[src/hw/fd_cfg_pkg.sv]
/*
	Frame detector configuration definitions
	Register map, pattern storage sizes and pattern write types
*/

package fd_cfg_pkg;

	// Pattern storage geometry, per direction
	localparam int N_PATTERNS = 3;
	localparam int PAT_LEN = 16;
	localparam int PAT_IDX_W = $clog2(PAT_LEN);
	localparam int PAT_SEL_W = $clog2(N_PATTERNS);

	// Address space of the configuration write port
	localparam int ADDR_W = 12;
	localparam int DATA_W = 32;
	localparam logic [ADDR_W-1:0] ADDR_CFG = 12'h000;
	localparam logic [ADDR_W-1:0] ADDR_PAT_BASE = 12'h100;

	// One direction occupies 64 words of pattern space
	localparam int PAT_DIR_STRIDE = 64;
	localparam int PAT_DIR_BIT = $clog2(PAT_DIR_STRIDE);

	// Config register fields
	localparam int CFG_SRST_BIT = 0;
	localparam int CFG_EN_LSB = 1;

	typedef logic [N_PATTERNS-1:0] match_mask_t;

	typedef struct packed {
		logic valid;
		logic [ADDR_W-1:0] addr;
		logic [DATA_W-1:0] data;
	} cfg_write_t;

	// Low 17 bits of a pattern write word
	typedef struct packed {
		logic valid;
		logic [7:0] mask;
		logic [7:0] data;
	} pattern_entry_t;

	typedef struct packed {
		logic we;
		logic [PAT_SEL_W-1:0] pat;
		logic [PAT_IDX_W-1:0] idx;
		pattern_entry_t entry;
	} pattern_write_t;

endpackage

[src/hw/fd_stream_pkg.sv]
/*
	Frame detector stream definitions
	Beat and event types, timestamps, credit and FIFO sizing
*/

package fd_stream_pkg;

	// One byte of a MAC stream
	typedef struct packed {
		logic [7:0] data;
		logic user;
		logic last;
	} stream_beat_t;

	typedef logic [63:0] time_t;

	// Port the frame came in on
	typedef enum logic {
		DIR_A = 1'b0,
		DIR_B = 1'b1
	} dir_t;

	typedef struct packed {
		time_t timestamp;
		dir_t dir;
		fd_cfg_pkg::match_mask_t mask;
	} match_event_t;

	// Credit counters run from 0 up to TX_CREDITS
	localparam int TX_CREDITS = 4;
	localparam int CREDIT_W = $clog2(TX_CREDITS + 1);

	typedef logic [CREDIT_W-1:0] credit_t;

	localparam credit_t CREDIT_INIT = credit_t'(TX_CREDITS);

	// Both depths must be powers of two
	localparam int FRAME_FIFO_DEPTH = 64;
	localparam int EVENT_FIFO_DEPTH = 8;

endpackage

[src/hw/frame_fifo.sv]
/*
	Synchronous FIFO for any payload type
	Show-ahead read, flush empties it in one cycle
*/

`timescale 1ns/1ps

module frame_fifo #(
	parameter type payload_t = logic [7:0],
	parameter int DEPTH = 16
) (
	input logic clk,
	input logic rst,
	input logic flush,

	input logic push,
	input payload_t wdata,

	input logic pop,
	output payload_t rdata,

	output logic empty,
	output logic full
);
	payload_t mem [DEPTH];

	// Power-of-two depth, pointers wrap on their own
	logic [$clog2(DEPTH)-1:0] wr_ptr;
	logic [$clog2(DEPTH)-1:0] rd_ptr;
	logic [$clog2(DEPTH):0] count;

	logic do_push;
	logic do_pop;

	assign do_push = push && !full;
	assign do_pop = pop && !empty;

	// Count MSB alone means count == DEPTH
	assign empty = count == '0;
	assign full = count[$clog2(DEPTH)];

	assign rdata = mem[rd_ptr];

	// Storage
	always_ff @(posedge clk) begin
		if (do_push)
			mem[wr_ptr] <= wdata;
	end

	// Pointers and occupancy
	always_ff @(posedge clk) begin
		if (rst || flush) begin
			wr_ptr <= '0;
			rd_ptr <= '0;
			count <= '0;
		end else begin
			if (do_push)
				wr_ptr <= wr_ptr + 1'b1;
			if (do_pop)
				rd_ptr <= rd_ptr + 1'b1;
			case ({do_push, do_pop})
				2'b10: count <= count + 1'b1;
				2'b01: count <= count - 1'b1;
				default: count <= count;
			endcase
		end
	end
endmodule

[src/hw/frame_loop.sv]
/*
	One forwarding direction
	Buffers received beats and sends them on under credit control
*/

`timescale 1ns/1ps

module frame_loop (
	input logic clk,
	input logic rst,
	input logic flush,

	input logic rx_valid,
	input fd_stream_pkg::stream_beat_t rx,

	output logic tx_valid,
	output fd_stream_pkg::stream_beat_t tx,
	input logic tx_credit
);
	logic fifo_empty;
	logic fifo_full;

	fd_stream_pkg::credit_t credits;

	// No back-pressure on rx, beats past a full FIFO are lost
	frame_fifo #(
		.payload_t(fd_stream_pkg::stream_beat_t),
		.DEPTH(fd_stream_pkg::FRAME_FIFO_DEPTH)
	) u_fifo (
		.clk(clk),
		.rst(rst),
		.flush(flush),
		.push(rx_valid && !fifo_full),
		.wdata(rx),
		.pop(tx_valid),
		.rdata(tx),
		.empty(fifo_empty),
		.full(fifo_full)
	);

	// Send head beat whenever a credit is held
	assign tx_valid = !fifo_empty && credits != '0 && !flush;

	// One credit spent per beat, one returned per pulse
	always_ff @(posedge clk) begin
		if (rst) begin
			credits <= fd_stream_pkg::CREDIT_INIT;
		end else begin
			case ({tx_valid, tx_credit})
				2'b10: credits <= credits - 1'b1;
				2'b01: credits <= credits + 1'b1;
				default: credits <= credits;
			endcase
		end
	end
endmodule

[src/hw/pattern_matcher.sv]
/*
	Pattern matcher for one receive direction
	Compares each frame byte against stored patterns, reports a mask at frame end
*/

`timescale 1ns/1ps

module pattern_matcher (
	input logic clk,
	input logic rst,
	input logic flush,

	input fd_cfg_pkg::pattern_write_t pat_wr,
	input fd_cfg_pkg::match_mask_t enable,

	input logic rx_valid,
	input fd_stream_pkg::stream_beat_t rx,

	output logic done,
	output fd_cfg_pkg::match_mask_t mask
);
	// Pattern storage, kept across resets
	fd_cfg_pkg::pattern_entry_t pat_mem [fd_cfg_pkg::N_PATTERNS][fd_cfg_pkg::PAT_LEN];

	// Byte offset in frame, saturates at PAT_LEN
	logic [fd_cfg_pkg::PAT_IDX_W:0] offs;

	// Patterns still matching so far
	fd_cfg_pkg::match_mask_t run;
	fd_cfg_pkg::match_mask_t run_cur;
	fd_cfg_pkg::match_mask_t run_nxt;

	logic past_end;

	assign past_end = offs[fd_cfg_pkg::PAT_IDX_W];

	// All patterns start live on the first byte
	assign run_cur = (offs == '0) ? '1 : run;

	always_ff @(posedge clk) begin
		if (pat_wr.we)
			pat_mem[pat_wr.pat][pat_wr.idx] <= pat_wr.entry;
	end

	// Byte compare and frame-end length check
	always_comb begin
		fd_cfg_pkg::pattern_entry_t ent;
		logic tail;

		run_nxt = run_cur;
		for (int p = 0; p < fd_cfg_pkg::N_PATTERNS; p++) begin
			ent = pat_mem[p][offs[fd_cfg_pkg::PAT_IDX_W-1:0]];

			// Only masked bits take part
			if (!past_end && ent.valid && ((rx.data ^ ent.data) & ent.mask) != '0)
				run_nxt[p] = 1'b0;

			// Valid entries after this byte
			tail = 1'b0;
			for (int i = 0; i < fd_cfg_pkg::PAT_LEN; i++) begin
				if (pat_mem[p][i].valid && i > int'(offs))
					tail = 1'b1;
			end

			// Frame too short for this pattern
			if (rx.last && tail)
				run_nxt[p] = 1'b0;
		end
	end

	// Frame progress
	always_ff @(posedge clk) begin
		if (rst || flush) begin
			offs <= '0;
			done <= 1'b0;
		end else begin
			done <= rx_valid && rx.last;
			if (rx_valid) begin
				if (rx.last)
					offs <= '0;
				else if (!past_end)
					offs <= offs + 1'b1;
			end
		end
	end

	// Running bits and result
	always_ff @(posedge clk) begin
		if (rx_valid) begin
			run <= run_nxt;
			if (rx.last)
				mask <= run_nxt & enable;
		end
	end
endmodule

[src/hw/fd_control.sv]
/*
	Frame detector control
	Config register, pattern write routing and the timestamped event queue
*/

`timescale 1ns/1ps

module fd_control (
	input logic clk,
	input logic rst,

	input fd_cfg_pkg::cfg_write_t cfg,
	input fd_stream_pkg::time_t current_time,

	output fd_cfg_pkg::pattern_write_t pat_wr_a,
	output fd_cfg_pkg::pattern_write_t pat_wr_b,
	output fd_cfg_pkg::match_mask_t enable_a,
	output fd_cfg_pkg::match_mask_t enable_b,
	output logic flush,

	input logic rx_a_last,
	input logic rx_b_last,

	input logic done_a,
	input logic done_b,
	input fd_cfg_pkg::match_mask_t mask_a,
	input fd_cfg_pkg::match_mask_t mask_b,

	output logic event_valid,
	output fd_stream_pkg::match_event_t event_out,
	input logic event_credit
);
	logic srst;
	logic [2*fd_cfg_pkg::N_PATTERNS-1:0] en;

	logic [fd_cfg_pkg::ADDR_W-1:0] pat_offs;
	logic pat_hit;
	fd_cfg_pkg::pattern_write_t pat_wr;

	fd_stream_pkg::time_t ts_a;
	fd_stream_pkg::time_t ts_b;

	fd_stream_pkg::match_event_t ev_a;
	fd_stream_pkg::match_event_t ev_b;
	fd_stream_pkg::match_event_t pend_ev;
	fd_stream_pkg::match_event_t push_ev;
	logic push_a;
	logic push_b;
	logic pend_valid;

	logic ev_empty;
	logic ev_full;
	fd_stream_pkg::credit_t credits;

	// Config register, soft reset also drops enables
	always_ff @(posedge clk) begin
		if (rst) begin
			srst <= 1'b0;
			en <= '0;
		end else if (cfg.valid && cfg.addr == fd_cfg_pkg::ADDR_CFG) begin
			srst <= cfg.data[fd_cfg_pkg::CFG_SRST_BIT];
			if (cfg.data[fd_cfg_pkg::CFG_SRST_BIT])
				en <= '0;
			else
				en <= cfg.data[fd_cfg_pkg::CFG_EN_LSB +: 2*fd_cfg_pkg::N_PATTERNS];
		end
	end

	assign flush = srst;
	assign enable_a = en[fd_cfg_pkg::N_PATTERNS-1:0];
	assign enable_b = en[2*fd_cfg_pkg::N_PATTERNS-1:fd_cfg_pkg::N_PATTERNS];

	// Pattern space: dir x 64 + pattern x 16 + entry
	assign pat_offs = cfg.addr - fd_cfg_pkg::ADDR_PAT_BASE;
	assign pat_hit = cfg.valid && cfg.addr >= fd_cfg_pkg::ADDR_PAT_BASE
		&& pat_offs[fd_cfg_pkg::ADDR_W-1:fd_cfg_pkg::PAT_DIR_BIT+1] == '0
		&& int'(pat_offs[fd_cfg_pkg::PAT_IDX_W +: fd_cfg_pkg::PAT_SEL_W])
			< fd_cfg_pkg::N_PATTERNS;

	assign pat_wr.pat = pat_offs[fd_cfg_pkg::PAT_IDX_W +: fd_cfg_pkg::PAT_SEL_W];
	assign pat_wr.idx = pat_offs[fd_cfg_pkg::PAT_IDX_W-1:0];
	assign pat_wr.entry = fd_cfg_pkg::pattern_entry_t'(cfg.data[$bits(fd_cfg_pkg::pattern_entry_t)-1:0]);
	assign pat_wr.we = pat_hit;

	// Strobe only to the addressed direction
	always_comb begin
		pat_wr_a = pat_wr;
		pat_wr_b = pat_wr;
		pat_wr_a.we = pat_wr.we && !pat_offs[fd_cfg_pkg::PAT_DIR_BIT];
		pat_wr_b.we = pat_wr.we && pat_offs[fd_cfg_pkg::PAT_DIR_BIT];
	end

	// Time of last beat, a cycle ahead of done
	always_ff @(posedge clk) begin
		if (rx_a_last)
			ts_a <= current_time;
		if (rx_b_last)
			ts_b <= current_time;
	end

	assign ev_a = '{timestamp: ts_a, dir: fd_stream_pkg::DIR_A, mask: mask_a};
	assign ev_b = '{timestamp: ts_b, dir: fd_stream_pkg::DIR_B, mask: mask_b};

	assign push_a = done_a && mask_a != '0 && !flush;
	assign push_b = done_b && mask_b != '0 && !flush;

	// A wins a tie, B waits one cycle in pend_ev
	assign push_ev = pend_valid ? pend_ev : (push_a ? ev_a : ev_b);

	always_ff @(posedge clk) begin
		if (rst || flush)
			pend_valid <= 1'b0;
		else
			pend_valid <= push_a && push_b;
		if (push_a && push_b)
			pend_ev <= ev_b;
	end

	frame_fifo #(
		.payload_t(fd_stream_pkg::match_event_t),
		.DEPTH(fd_stream_pkg::EVENT_FIFO_DEPTH)
	) u_event_fifo (
		.clk(clk),
		.rst(rst),
		.flush(flush),
		.push((pend_valid || push_a || push_b) && !ev_full),
		.wdata(push_ev),
		.pop(event_valid),
		.rdata(event_out),
		.empty(ev_empty),
		.full(ev_full)
	);

	assign event_valid = !ev_empty && credits != '0 && !flush;

	// Event output credits
	always_ff @(posedge clk) begin
		if (rst) begin
			credits <= fd_stream_pkg::CREDIT_INIT;
		end else begin
			case ({event_valid, event_credit})
				2'b10: credits <= credits - 1'b1;
				2'b01: credits <= credits + 1'b1;
				default: credits <= credits;
			endcase
		end
	end
endmodule

[src/hw/eth_frame_detector.sv]
/*
	Two-port Ethernet frame detector
	Forwards A to B and B to A, and reports timestamped pattern matches
*/

`timescale 1ns/1ps

module eth_frame_detector (
	input logic clk,
	input logic rst,

	// Configuration and time base
	input fd_cfg_pkg::cfg_write_t cfg,
	input fd_stream_pkg::time_t current_time,

	// Receive streams, no back-pressure
	input logic rx_a_valid,
	input fd_stream_pkg::stream_beat_t rx_a,
	input logic rx_b_valid,
	input fd_stream_pkg::stream_beat_t rx_b,

	// Transmit streams, credit based
	output logic tx_a_valid,
	output fd_stream_pkg::stream_beat_t tx_a,
	input logic tx_a_credit,
	output logic tx_b_valid,
	output fd_stream_pkg::stream_beat_t tx_b,
	input logic tx_b_credit,

	// Match events
	output logic event_valid,
	output fd_stream_pkg::match_event_t event_out,
	input logic event_credit
);
	logic flush;

	fd_cfg_pkg::pattern_write_t pat_wr_a;
	fd_cfg_pkg::pattern_write_t pat_wr_b;
	fd_cfg_pkg::match_mask_t enable_a;
	fd_cfg_pkg::match_mask_t enable_b;

	logic done_a;
	logic done_b;
	fd_cfg_pkg::match_mask_t mask_a;
	fd_cfg_pkg::match_mask_t mask_b;

	fd_control u_control (
		.clk(clk),
		.rst(rst),
		.cfg(cfg),
		.current_time(current_time),
		.pat_wr_a(pat_wr_a),
		.pat_wr_b(pat_wr_b),
		.enable_a(enable_a),
		.enable_b(enable_b),
		.flush(flush),
		.rx_a_last(rx_a_valid && rx_a.last),
		.rx_b_last(rx_b_valid && rx_b.last),
		.done_a(done_a),
		.done_b(done_b),
		.mask_a(mask_a),
		.mask_b(mask_b),
		.event_valid(event_valid),
		.event_out(event_out),
		.event_credit(event_credit)
	);

	// B received, sent out on A
	frame_loop u_loop_b2a (
		.clk(clk),
		.rst(rst),
		.flush(flush),
		.rx_valid(rx_b_valid),
		.rx(rx_b),
		.tx_valid(tx_a_valid),
		.tx(tx_a),
		.tx_credit(tx_a_credit)
	);

	// A received, sent out on B
	frame_loop u_loop_a2b (
		.clk(clk),
		.rst(rst),
		.flush(flush),
		.rx_valid(rx_a_valid),
		.rx(rx_a),
		.tx_valid(tx_b_valid),
		.tx(tx_b),
		.tx_credit(tx_b_credit)
	);

	// Matchers watch their own receive port
	pattern_matcher u_match_a (
		.clk(clk),
		.rst(rst),
		.flush(flush),
		.pat_wr(pat_wr_a),
		.enable(enable_a),
		.rx_valid(rx_a_valid),
		.rx(rx_a),
		.done(done_a),
		.mask(mask_a)
	);

	pattern_matcher u_match_b (
		.clk(clk),
		.rst(rst),
		.flush(flush),
		.pat_wr(pat_wr_b),
		.enable(enable_b),
		.rx_valid(rx_b_valid),
		.rx(rx_b),
		.done(done_b),
		.mask(mask_b)
	);
endmodule

[config.mk]
export PLATFORM = sky130hd
export DESIGN_NAME = eth_frame_detector
export DESIGN_NICKNAME = d
export VERILOG_FILES = /design/src/hw/fd_cfg_pkg.sv /design/src/hw/fd_stream_pkg.sv /design/src/hw/frame_fifo.sv /design/src/hw/frame_loop.sv /design/src/hw/pattern_matcher.sv /design/src/hw/fd_control.sv /design/src/hw/eth_frame_detector.sv
export SDC_FILE = /design/constraint.sdc
export NUM_CORES = 2
export LEC_CHECK = 0
export BUFFER_PORTS_ARGS = -buffer_cell sky130_fd_sc_hd__buf_2
export CAP_MARGIN = 20
export CORE_ASPECT_RATIO = 0.7
export CORE_UTILIZATION = 50
export DETAILED_ROUTE_END_ITERATION = 7
export HOLD_SLACK_MARGIN = 0.02
export PLACE_DENSITY = 0.66
export SYNTH_ARGS = -nofsm -noshare
export SYNTH_HDL_FRONTEND = slang
export SYNTH_SLANG_ARGS = --single-unit
[constraint.sdc]
create_clock -name clk -period 8.9 [get_ports clk]
set_clock_uncertainty 0.2 [all_clocks]
set_input_delay 0.445 -clock clk [delete_from_list [all_inputs] [get_ports clk]]
set_output_delay 0.445 -clock clk [all_outputs]
set_load 0.03 [all_outputs]
=== Yosys cells after proc, flatten, opt, wreduce, memory -nomap -nowiden ===
Memory sizes are Yosys's and may differ from the RTL's. A register that Yosys moved wholly into a read port is not among the register bits.
Cells that the tools add are included.

* Multiplexer cells: 153
* Equality and inequality tests: 14
* Magnitude comparators: 36
* $add $sub $neg: 21
* Reductions and logical operators: 178
* Bitwise operators: 17

{| class="wikitable"
|+ Operators by type and width
! cell !! count
|-
| 272-bit 2-to-1 mux || 2
|-
| 17-bit binary-select mux with 4-bit select || 6
|-
| 17-bit 2-to-1 mux || 13
|-
| 1-bit logical AND || 137
|-
| 68-bit 2-to-1 mux || 2
|-
| 1-bit 2-to-1 mux || 110
|-
| 4-bit by 5-bit > comparator with 1-bit output, first input constant || 16
|-
| 17-bit demux with 4-bit select || 1
|-
| 8-bit bitwise AND || 6
|-
| 8-bit nonzero test || 6
|-
| 8-bit XOR || 6
|-
| 3-bit by 5-bit > comparator with 1-bit output, first input constant || 8
|-
| 6-bit 2-to-1 mux || 5
|-
| 7-bit case mux with 2 select lines || 2
|-
| 6-bit by 1-bit adder with 6-bit output, second input constant || 4
|-
| 2-bit by 5-bit > comparator with 1-bit output, first input constant || 4
|-
| 5-bit 2-to-1 mux || 4
|-
| 3-bit case mux with 2 select lines || 3
|-
| 3-bit by 1-bit adder with 3-bit output, second input constant || 5
|-
| 5-bit >= comparator, second input constant || 3
|-
| 5-bit logical NOT || 3
|-
| 4-bit inverter with 5-bit output || 3
|-
| 3-bit nonzero test || 5
|-
| 7-bit by 1-bit adder with 7-bit output, second input constant || 2
|-
| 23 further kinds || 63
|}

* Memories: 5
* Flip-flop bits (word level): 284
* Bits in writable memories: 3456
* Logic and storage cells: 453
* Input bits: 136
* Output and inout port bits: 91

{| class="wikitable"
|+ Memory list
! name !! depth !! width !! rd ports !! clocked after Yosys merged registers in !! write ports !! line !! source
|-
| u_match_a.pat_mem || 3 || 272 || 3 || 0 || 1 || pattern_matcher.sv:23 || <nowiki>fd_cfg_pkg::pattern_entry_t pat_mem [fd_cfg_pkg::N_PATTERNS][fd_cfg_pkg::PAT_LEN];</nowiki>
|-
| u_match_b.pat_mem || 3 || 272 || 3 || 0 || 1 || pattern_matcher.sv:23 ||
|-
| u_loop_a2b.u_fifo.mem || 64 || 10 || 1 || 1 || 1 || frame_fifo.sv:25 || <nowiki>payload_t mem [DEPTH];</nowiki>
|-
| u_loop_b2a.u_fifo.mem || 64 || 10 || 1 || 1 || 1 || frame_fifo.sv:25 ||
|-
| u_control.u_event_fifo.mem || 8 || 68 || 1 || 1 || 1 || frame_fifo.sv:25 ||
|}

=== Logic depth before layout (Yosys ltp) ===
* Depth in word-level cells: 20
* Mapped depth: 13
* Depth with buffers taken out: 12

=== Hierarchy ===
Synthesis repeated with hierarchy kept, for this count alone.

* Cells, all modules: 7362
* Area, all modules: 147823.0 um^2

{| class="wikitable"
|+ By module, submodules not included
! module !! sequential area each (um^2) !! instances !! area an instance (um^2) !! cells an instance
|-
| pattern_matcher || 24803.8 || 2 || 32906.6 || 1640
|-
| frame_fifo (u_loop_a2b.u_fifo) || 19718.9 || 1 || 26027.5 || 1277
|-
| frame_fifo (u_loop_b2a.u_fifo) || 19718.9 || 1 || 26026.2 || 1277
|-
| frame_fifo (u_control.u_event_fifo) || 16595.9 || 1 || 21032.7 || 862
|-
| fd_control || 6075.8 || 1 || 8568.2 || 628
|-
| frame_loop || 60.1 || 2 || 171.4 || 18
|-
| eth_frame_detector || 0.0 || 1 || 12.5 || 2
|}

=== Worst setup path after synthesis ===
No wires, ideal clock.

* Path type: register -> register
* From: reg u_control.srst (netlist: u_control.flush)
* To: mem u_control.u_event_fifo.mem[6][0] in the netlist's numbering (enable)
* Buffers on the path: 2
* Arrival: 6369 ps
* Setup slack: 1740 ps
* Cell stages (with the launch flop): 8
* Clock period less this slack: 7160 ps
* Required time: 8108 ps
* Cells stage by stage: dfxtp_1 clkbuf_1 nor3b_1 clkbuf_1 nor3_1 nor2_1 nand2_1 nor3b_1

* Cells in the longest elaborated chain, start to end: 8

{| class="wikitable"
|+ Ends and longest elaborated chain
! element !! line !! source
|-
| start: declaration || fd_control.sv:33 || <nowiki>logic srst;</nowiki>
|-
| start signal: assignment || fd_control.sv:61 || <nowiki>srst <= cfg.data[fd_cfg_pkg::CFG_SRST_BIT];</nowiki>
|-
| 1-bit logical NOT (*) || fd_control.sv:104, fd_control.sv:105 ||
|-
| 1-bit logical AND || fd_control.sv:104 || <nowiki>assign push_a = done_a && mask_a != '0 && !flush;</nowiki>
|-
| 1-bit logical OR || fd_control.sv:126 || <nowiki>.push((pend_valid || push_a || push_b) && !ev_full),</nowiki>
|-
| 1-bit logical OR (*) || fd_control.sv:126 ||
|-
| 1-bit logical AND (*) || fd_control.sv:126 ||
|-
| 1-bit logical AND (*) || frame_fifo.sv:35 || <nowiki>assign do_push = push && !full;</nowiki>
|-
| 1-bit 2-to-1 mux (*) || frame_fifo.sv:46 || <nowiki>if (do_push)</nowiki>
|-
| 1-bit 2-to-1 mux (not written as such) (*) || frame_fifo.sv:47 || <nowiki>mem[wr_ptr] <= wdata;</nowiki>
|-
| end: declaration || frame_fifo.sv:25 ||
|}

Mark *: on every way between the ends. The rest lies on a longest branch, timed or not.

==> impl_metrics.toml <==
[status]
outcome = "finished, final reports clean"

[route]
first_pass_iters = 6
drt_iter0_markers = 9290
drc = 0
ant_nets = 0
routed_via_density = 6.209
via_count = 71092
routedWlPerCell_um = 30.37
finalWirelength_um = 347800

[die]
initial_utilization_pct = 50.37
die-height_um = 453.8
fp-row-count = 165
die_area_um2 = 293800
core_area_um2 = 289400
ios = 227
dieWidth_um = 647.4

[cts]
cts_resized = 0
clk_pin_slew_ps = 70
cts_sinks = 3755
clockBufferDepth = 4
root_buffer = "clkbuf_16"
h-tree-depth = 5
cts_tree = "done"
clk_latency_ps = 920
cts_buffers = 354

[logic_synthesis]
synth-seq-cells = 3755
synth_top_area_share_pct = 75.44
yosysTopAreaCell = "edfxtp_1"
ys_warn_count = 0
synthArstFlopShare_pct = 0
ys_seq_area_share_pct = 76.71
synth_cells = 6784
syn_nets = 6957
synthTopCellsByArea = "edfxtp_1, mux4_2, mux2i_1"
synth-main-ff-cell = "edfxtp_1"
synth.avg_cell_area_um2 = 21.49
synth_edf_count = 3663
synth_cell_types = 84
synth_area_um2 = 145800

[critical_path]
worstPathMaxFanout = 89
cp_data_required_time_ps = 8260
reg2reg_depth = 8
cp-end-kind = "output port"
critPathKind = "register to output port"
arrival_ps = 4550
worst_setup_path_start_kind = "register"

[placed_design]
port_buffers = 211
place_ws_ps = 4015
finalWeightedCongestion = 0.8616
dp_hpwl_um = 203500
dp_cells = 10679

[cells_and_area]
nets = 7493
multi_input_area_um2 = 32300
fillers = 20991
area_growth_syn_to_layout_pct = 13.17
drive_above_1_share_pct = 27.68
fin_cells = 11450
register_area_um2 = 111900

[global_routing]
grt_max_degree = 161
grt_pass1_wl_um = 497600
grt_pass1_vias = 69905
track_usage_pct = 23.46
grt.overflow.total = 0
antenna_found_initial = 31

[sta]
finalCritPeriodShare_pct = 58.35
period_minus_slack_ps = 5193
holdWs_ps = 45.92
final-max-slew-violation-count = 0
fmax_mhz = 192.6
setup_viol = 0
setup_tns_ps = 0
rsz0062_at_grt = "false"
worst_slew_pin_slew_ps = 1219
worst_slack_ps = 3707
hold_viol = 0
max_slew_margin_pct = 18.74

[pwr]
netSwitchingPower_mw = 10.04
leakagePower_nw = 50.96
p_int_mw = 30.93
ir_drop_uv = 211.0
clockPowerShare_pct = 37.3
power.density_nw_per_um2 = 248.3
p_sw_share_pct = 24.50
comb_power_share_pct = 14.0
seq_power_share_pct = 48.7

[min_path]
whs_path_depth = 1
hp-class = "primary input to register"

[flow_run]
max_cap_viol_count = 0
state kept, by name, summed over array words and instances (netlist names), 6 cells and up, named ones only:
signal / flops
u_control.en: 6
u_control.pend_ev: 67
u_control.ts_a: 64
u_control.ts_b: 64
u_control.u_event_fifo.mem: 544
u_loop_a2b.u_fifo.count: 7
u_loop_a2b.u_fifo.mem: 640
u_loop_a2b.u_fifo.rd_ptr: 6
u_loop_a2b.u_fifo.wr_ptr: 6
u_loop_b2a.u_fifo.count: 7
u_loop_b2a.u_fifo.mem: 640
u_loop_b2a.u_fifo.rd_ptr: 6
u_loop_b2a.u_fifo.wr_ptr: 6
u_match_a.pat_mem: 816
u_match_b.pat_mem: 816
kinds of logic (layout without fill, tap and decap cells):
group,after synthesis,count (layout),share of synthesized area (%)
adder cells (fa/ha/maj),39,39,0.3622
flip-flops,3755,3755,76.71
AND/OR/NAND/NOR,787,787,2.431
buffers and inverters,412,1228,1.328
other,0,9,0
XOR/XNOR,88,88,0.5286
AO/OA/AOI/OAI,466,466,2.156
multiplexers,1237,1237,16.49
stage by stage:
stage	utilization, %	power [mW]	area [um2]
after floorplan	-	24.09	145800
after global placement	52.46	25.97	151800
after detailed placement	52.51	26.07	152000
after CTS	56.86	41.25	164600
after global routing	57.00	42.20	165000
final	57.00	40.97	165000
final timing paths:
| kind | from | to | slack (ps) |
|---|---|---|---|
| worst min-delay path | cfg[3] | u_match_a.pat_mem[1][20] | 50 |
| worst min register to register | u_control.ts_b[57] | u_control.pend_ev[61] | 230 |
| worst max-delay path | register | tx_b[2] | 3710 |
| worst max register to register | u_match_b.offs[0] | u_match_b.mask[1] | 3950 |
worst max-delay path: stages, from the launching register on:
cell     delay [ps]
dfxtp_4         850
buf_12          540
mux4_2          680
mux4_2          600
mux4_2          550
buf_2           210
placed cells by master, fill, tap and decap left out, types with 41 or more instances in the layout:
| master | n |
|---|---|
| edfxtp_1 | 3663 |
| mux4_2 | 918 |
| clkbuf_16 | 362 |
| nor2_1 | 248 |
| mux2i_1 | 232 |
| buf_4 | 209 |
| nand2_1 | 208 |
| buf_2 | 196 |
| o21ai_0 | 116 |
| dlygate4sd3_1 | 101 |
| a21oi_1 | 91 |
| nor2_2 | 90 |
| mux2_2 | 83 |
| dfxtp_1 | 72 |
| clkinv_1 | 71 |
| clkinv_2 | 69 |
| clkbuf_1 | 51 |
| xor2_1 | 47 |
| inv_1 | 46 |
| xnor2_1 | 41 |
| bufinv_16 | 41 |
Yosys cell counts, types with 9 or more instances:
library cell  number
a211oi_1          13
a21oi_1           91
a221oi_1          21
a22o_1            13
a22oi_1           30
a31oi_1           15
and2_1            13
and3_1            11
buf_1             55
buf_2             75
buf_4             42
buf_6             15
clkbuf_1         166
dfxtp_1           92
edfxtp_1        3663
ha_1              31
inv_1             51
mux2_2            83
mux2i_1          232
mux4_2           918
nand2_1          208
nand2b_1          18
nand3_1           38
nand3b_1          10
nand4_1           12
nor2_1           339
nor2b_1           37
nor3_1            32
nor3b_1            9
nor4_1            13
o2111ai_1          9
o211ai_1          13
o21ai_0          116
o221ai_1          34
o22ai_1           24
o31ai_1           10
or2_2              9
or3_1             13
xnor2_1           41
xor2_1            47
layout make-up:
cell class / count / area share (%)
clock inverter: 207 / 1.313
timing repair buffer: 536 / 2.489
tap: 3841 / 2.913
clock buffer: 429 / 5.740
sequential: 3755 / 67.82
multi-input combinational: 2617 / 19.58
antenna: 9 / 0.01365
inverter: 56 / 0.1327
power groups by stage:
stage               clock network [mW]  logic, mW  registers, mW
floorplan                            0       3.99           20.1
CTS                               15.5       5.78           20.0
finish                            15.3       5.73           20.0
detailed placement                   0       5.71           20.4
global placement                     0       5.62           20.3
global route                      16.1       6.07           20.0
metal layers:
metal	global-route usage (%)	vias to the layer above	part of all wire, %
li1	-	29352	-
met2	34.07	3448	45
met4	4.838	8	1.8
met1	37.09	37836	44
met3	4.754	448	9.7
met5	0	-	0.016
what timing repair did:
action                    in CTS  in global routing
setup buffers                  0                  0
hold endpoints to repair     550                198
hold buffers                  96                  5
Note: power is estimated with default switching activity, not from simulation.
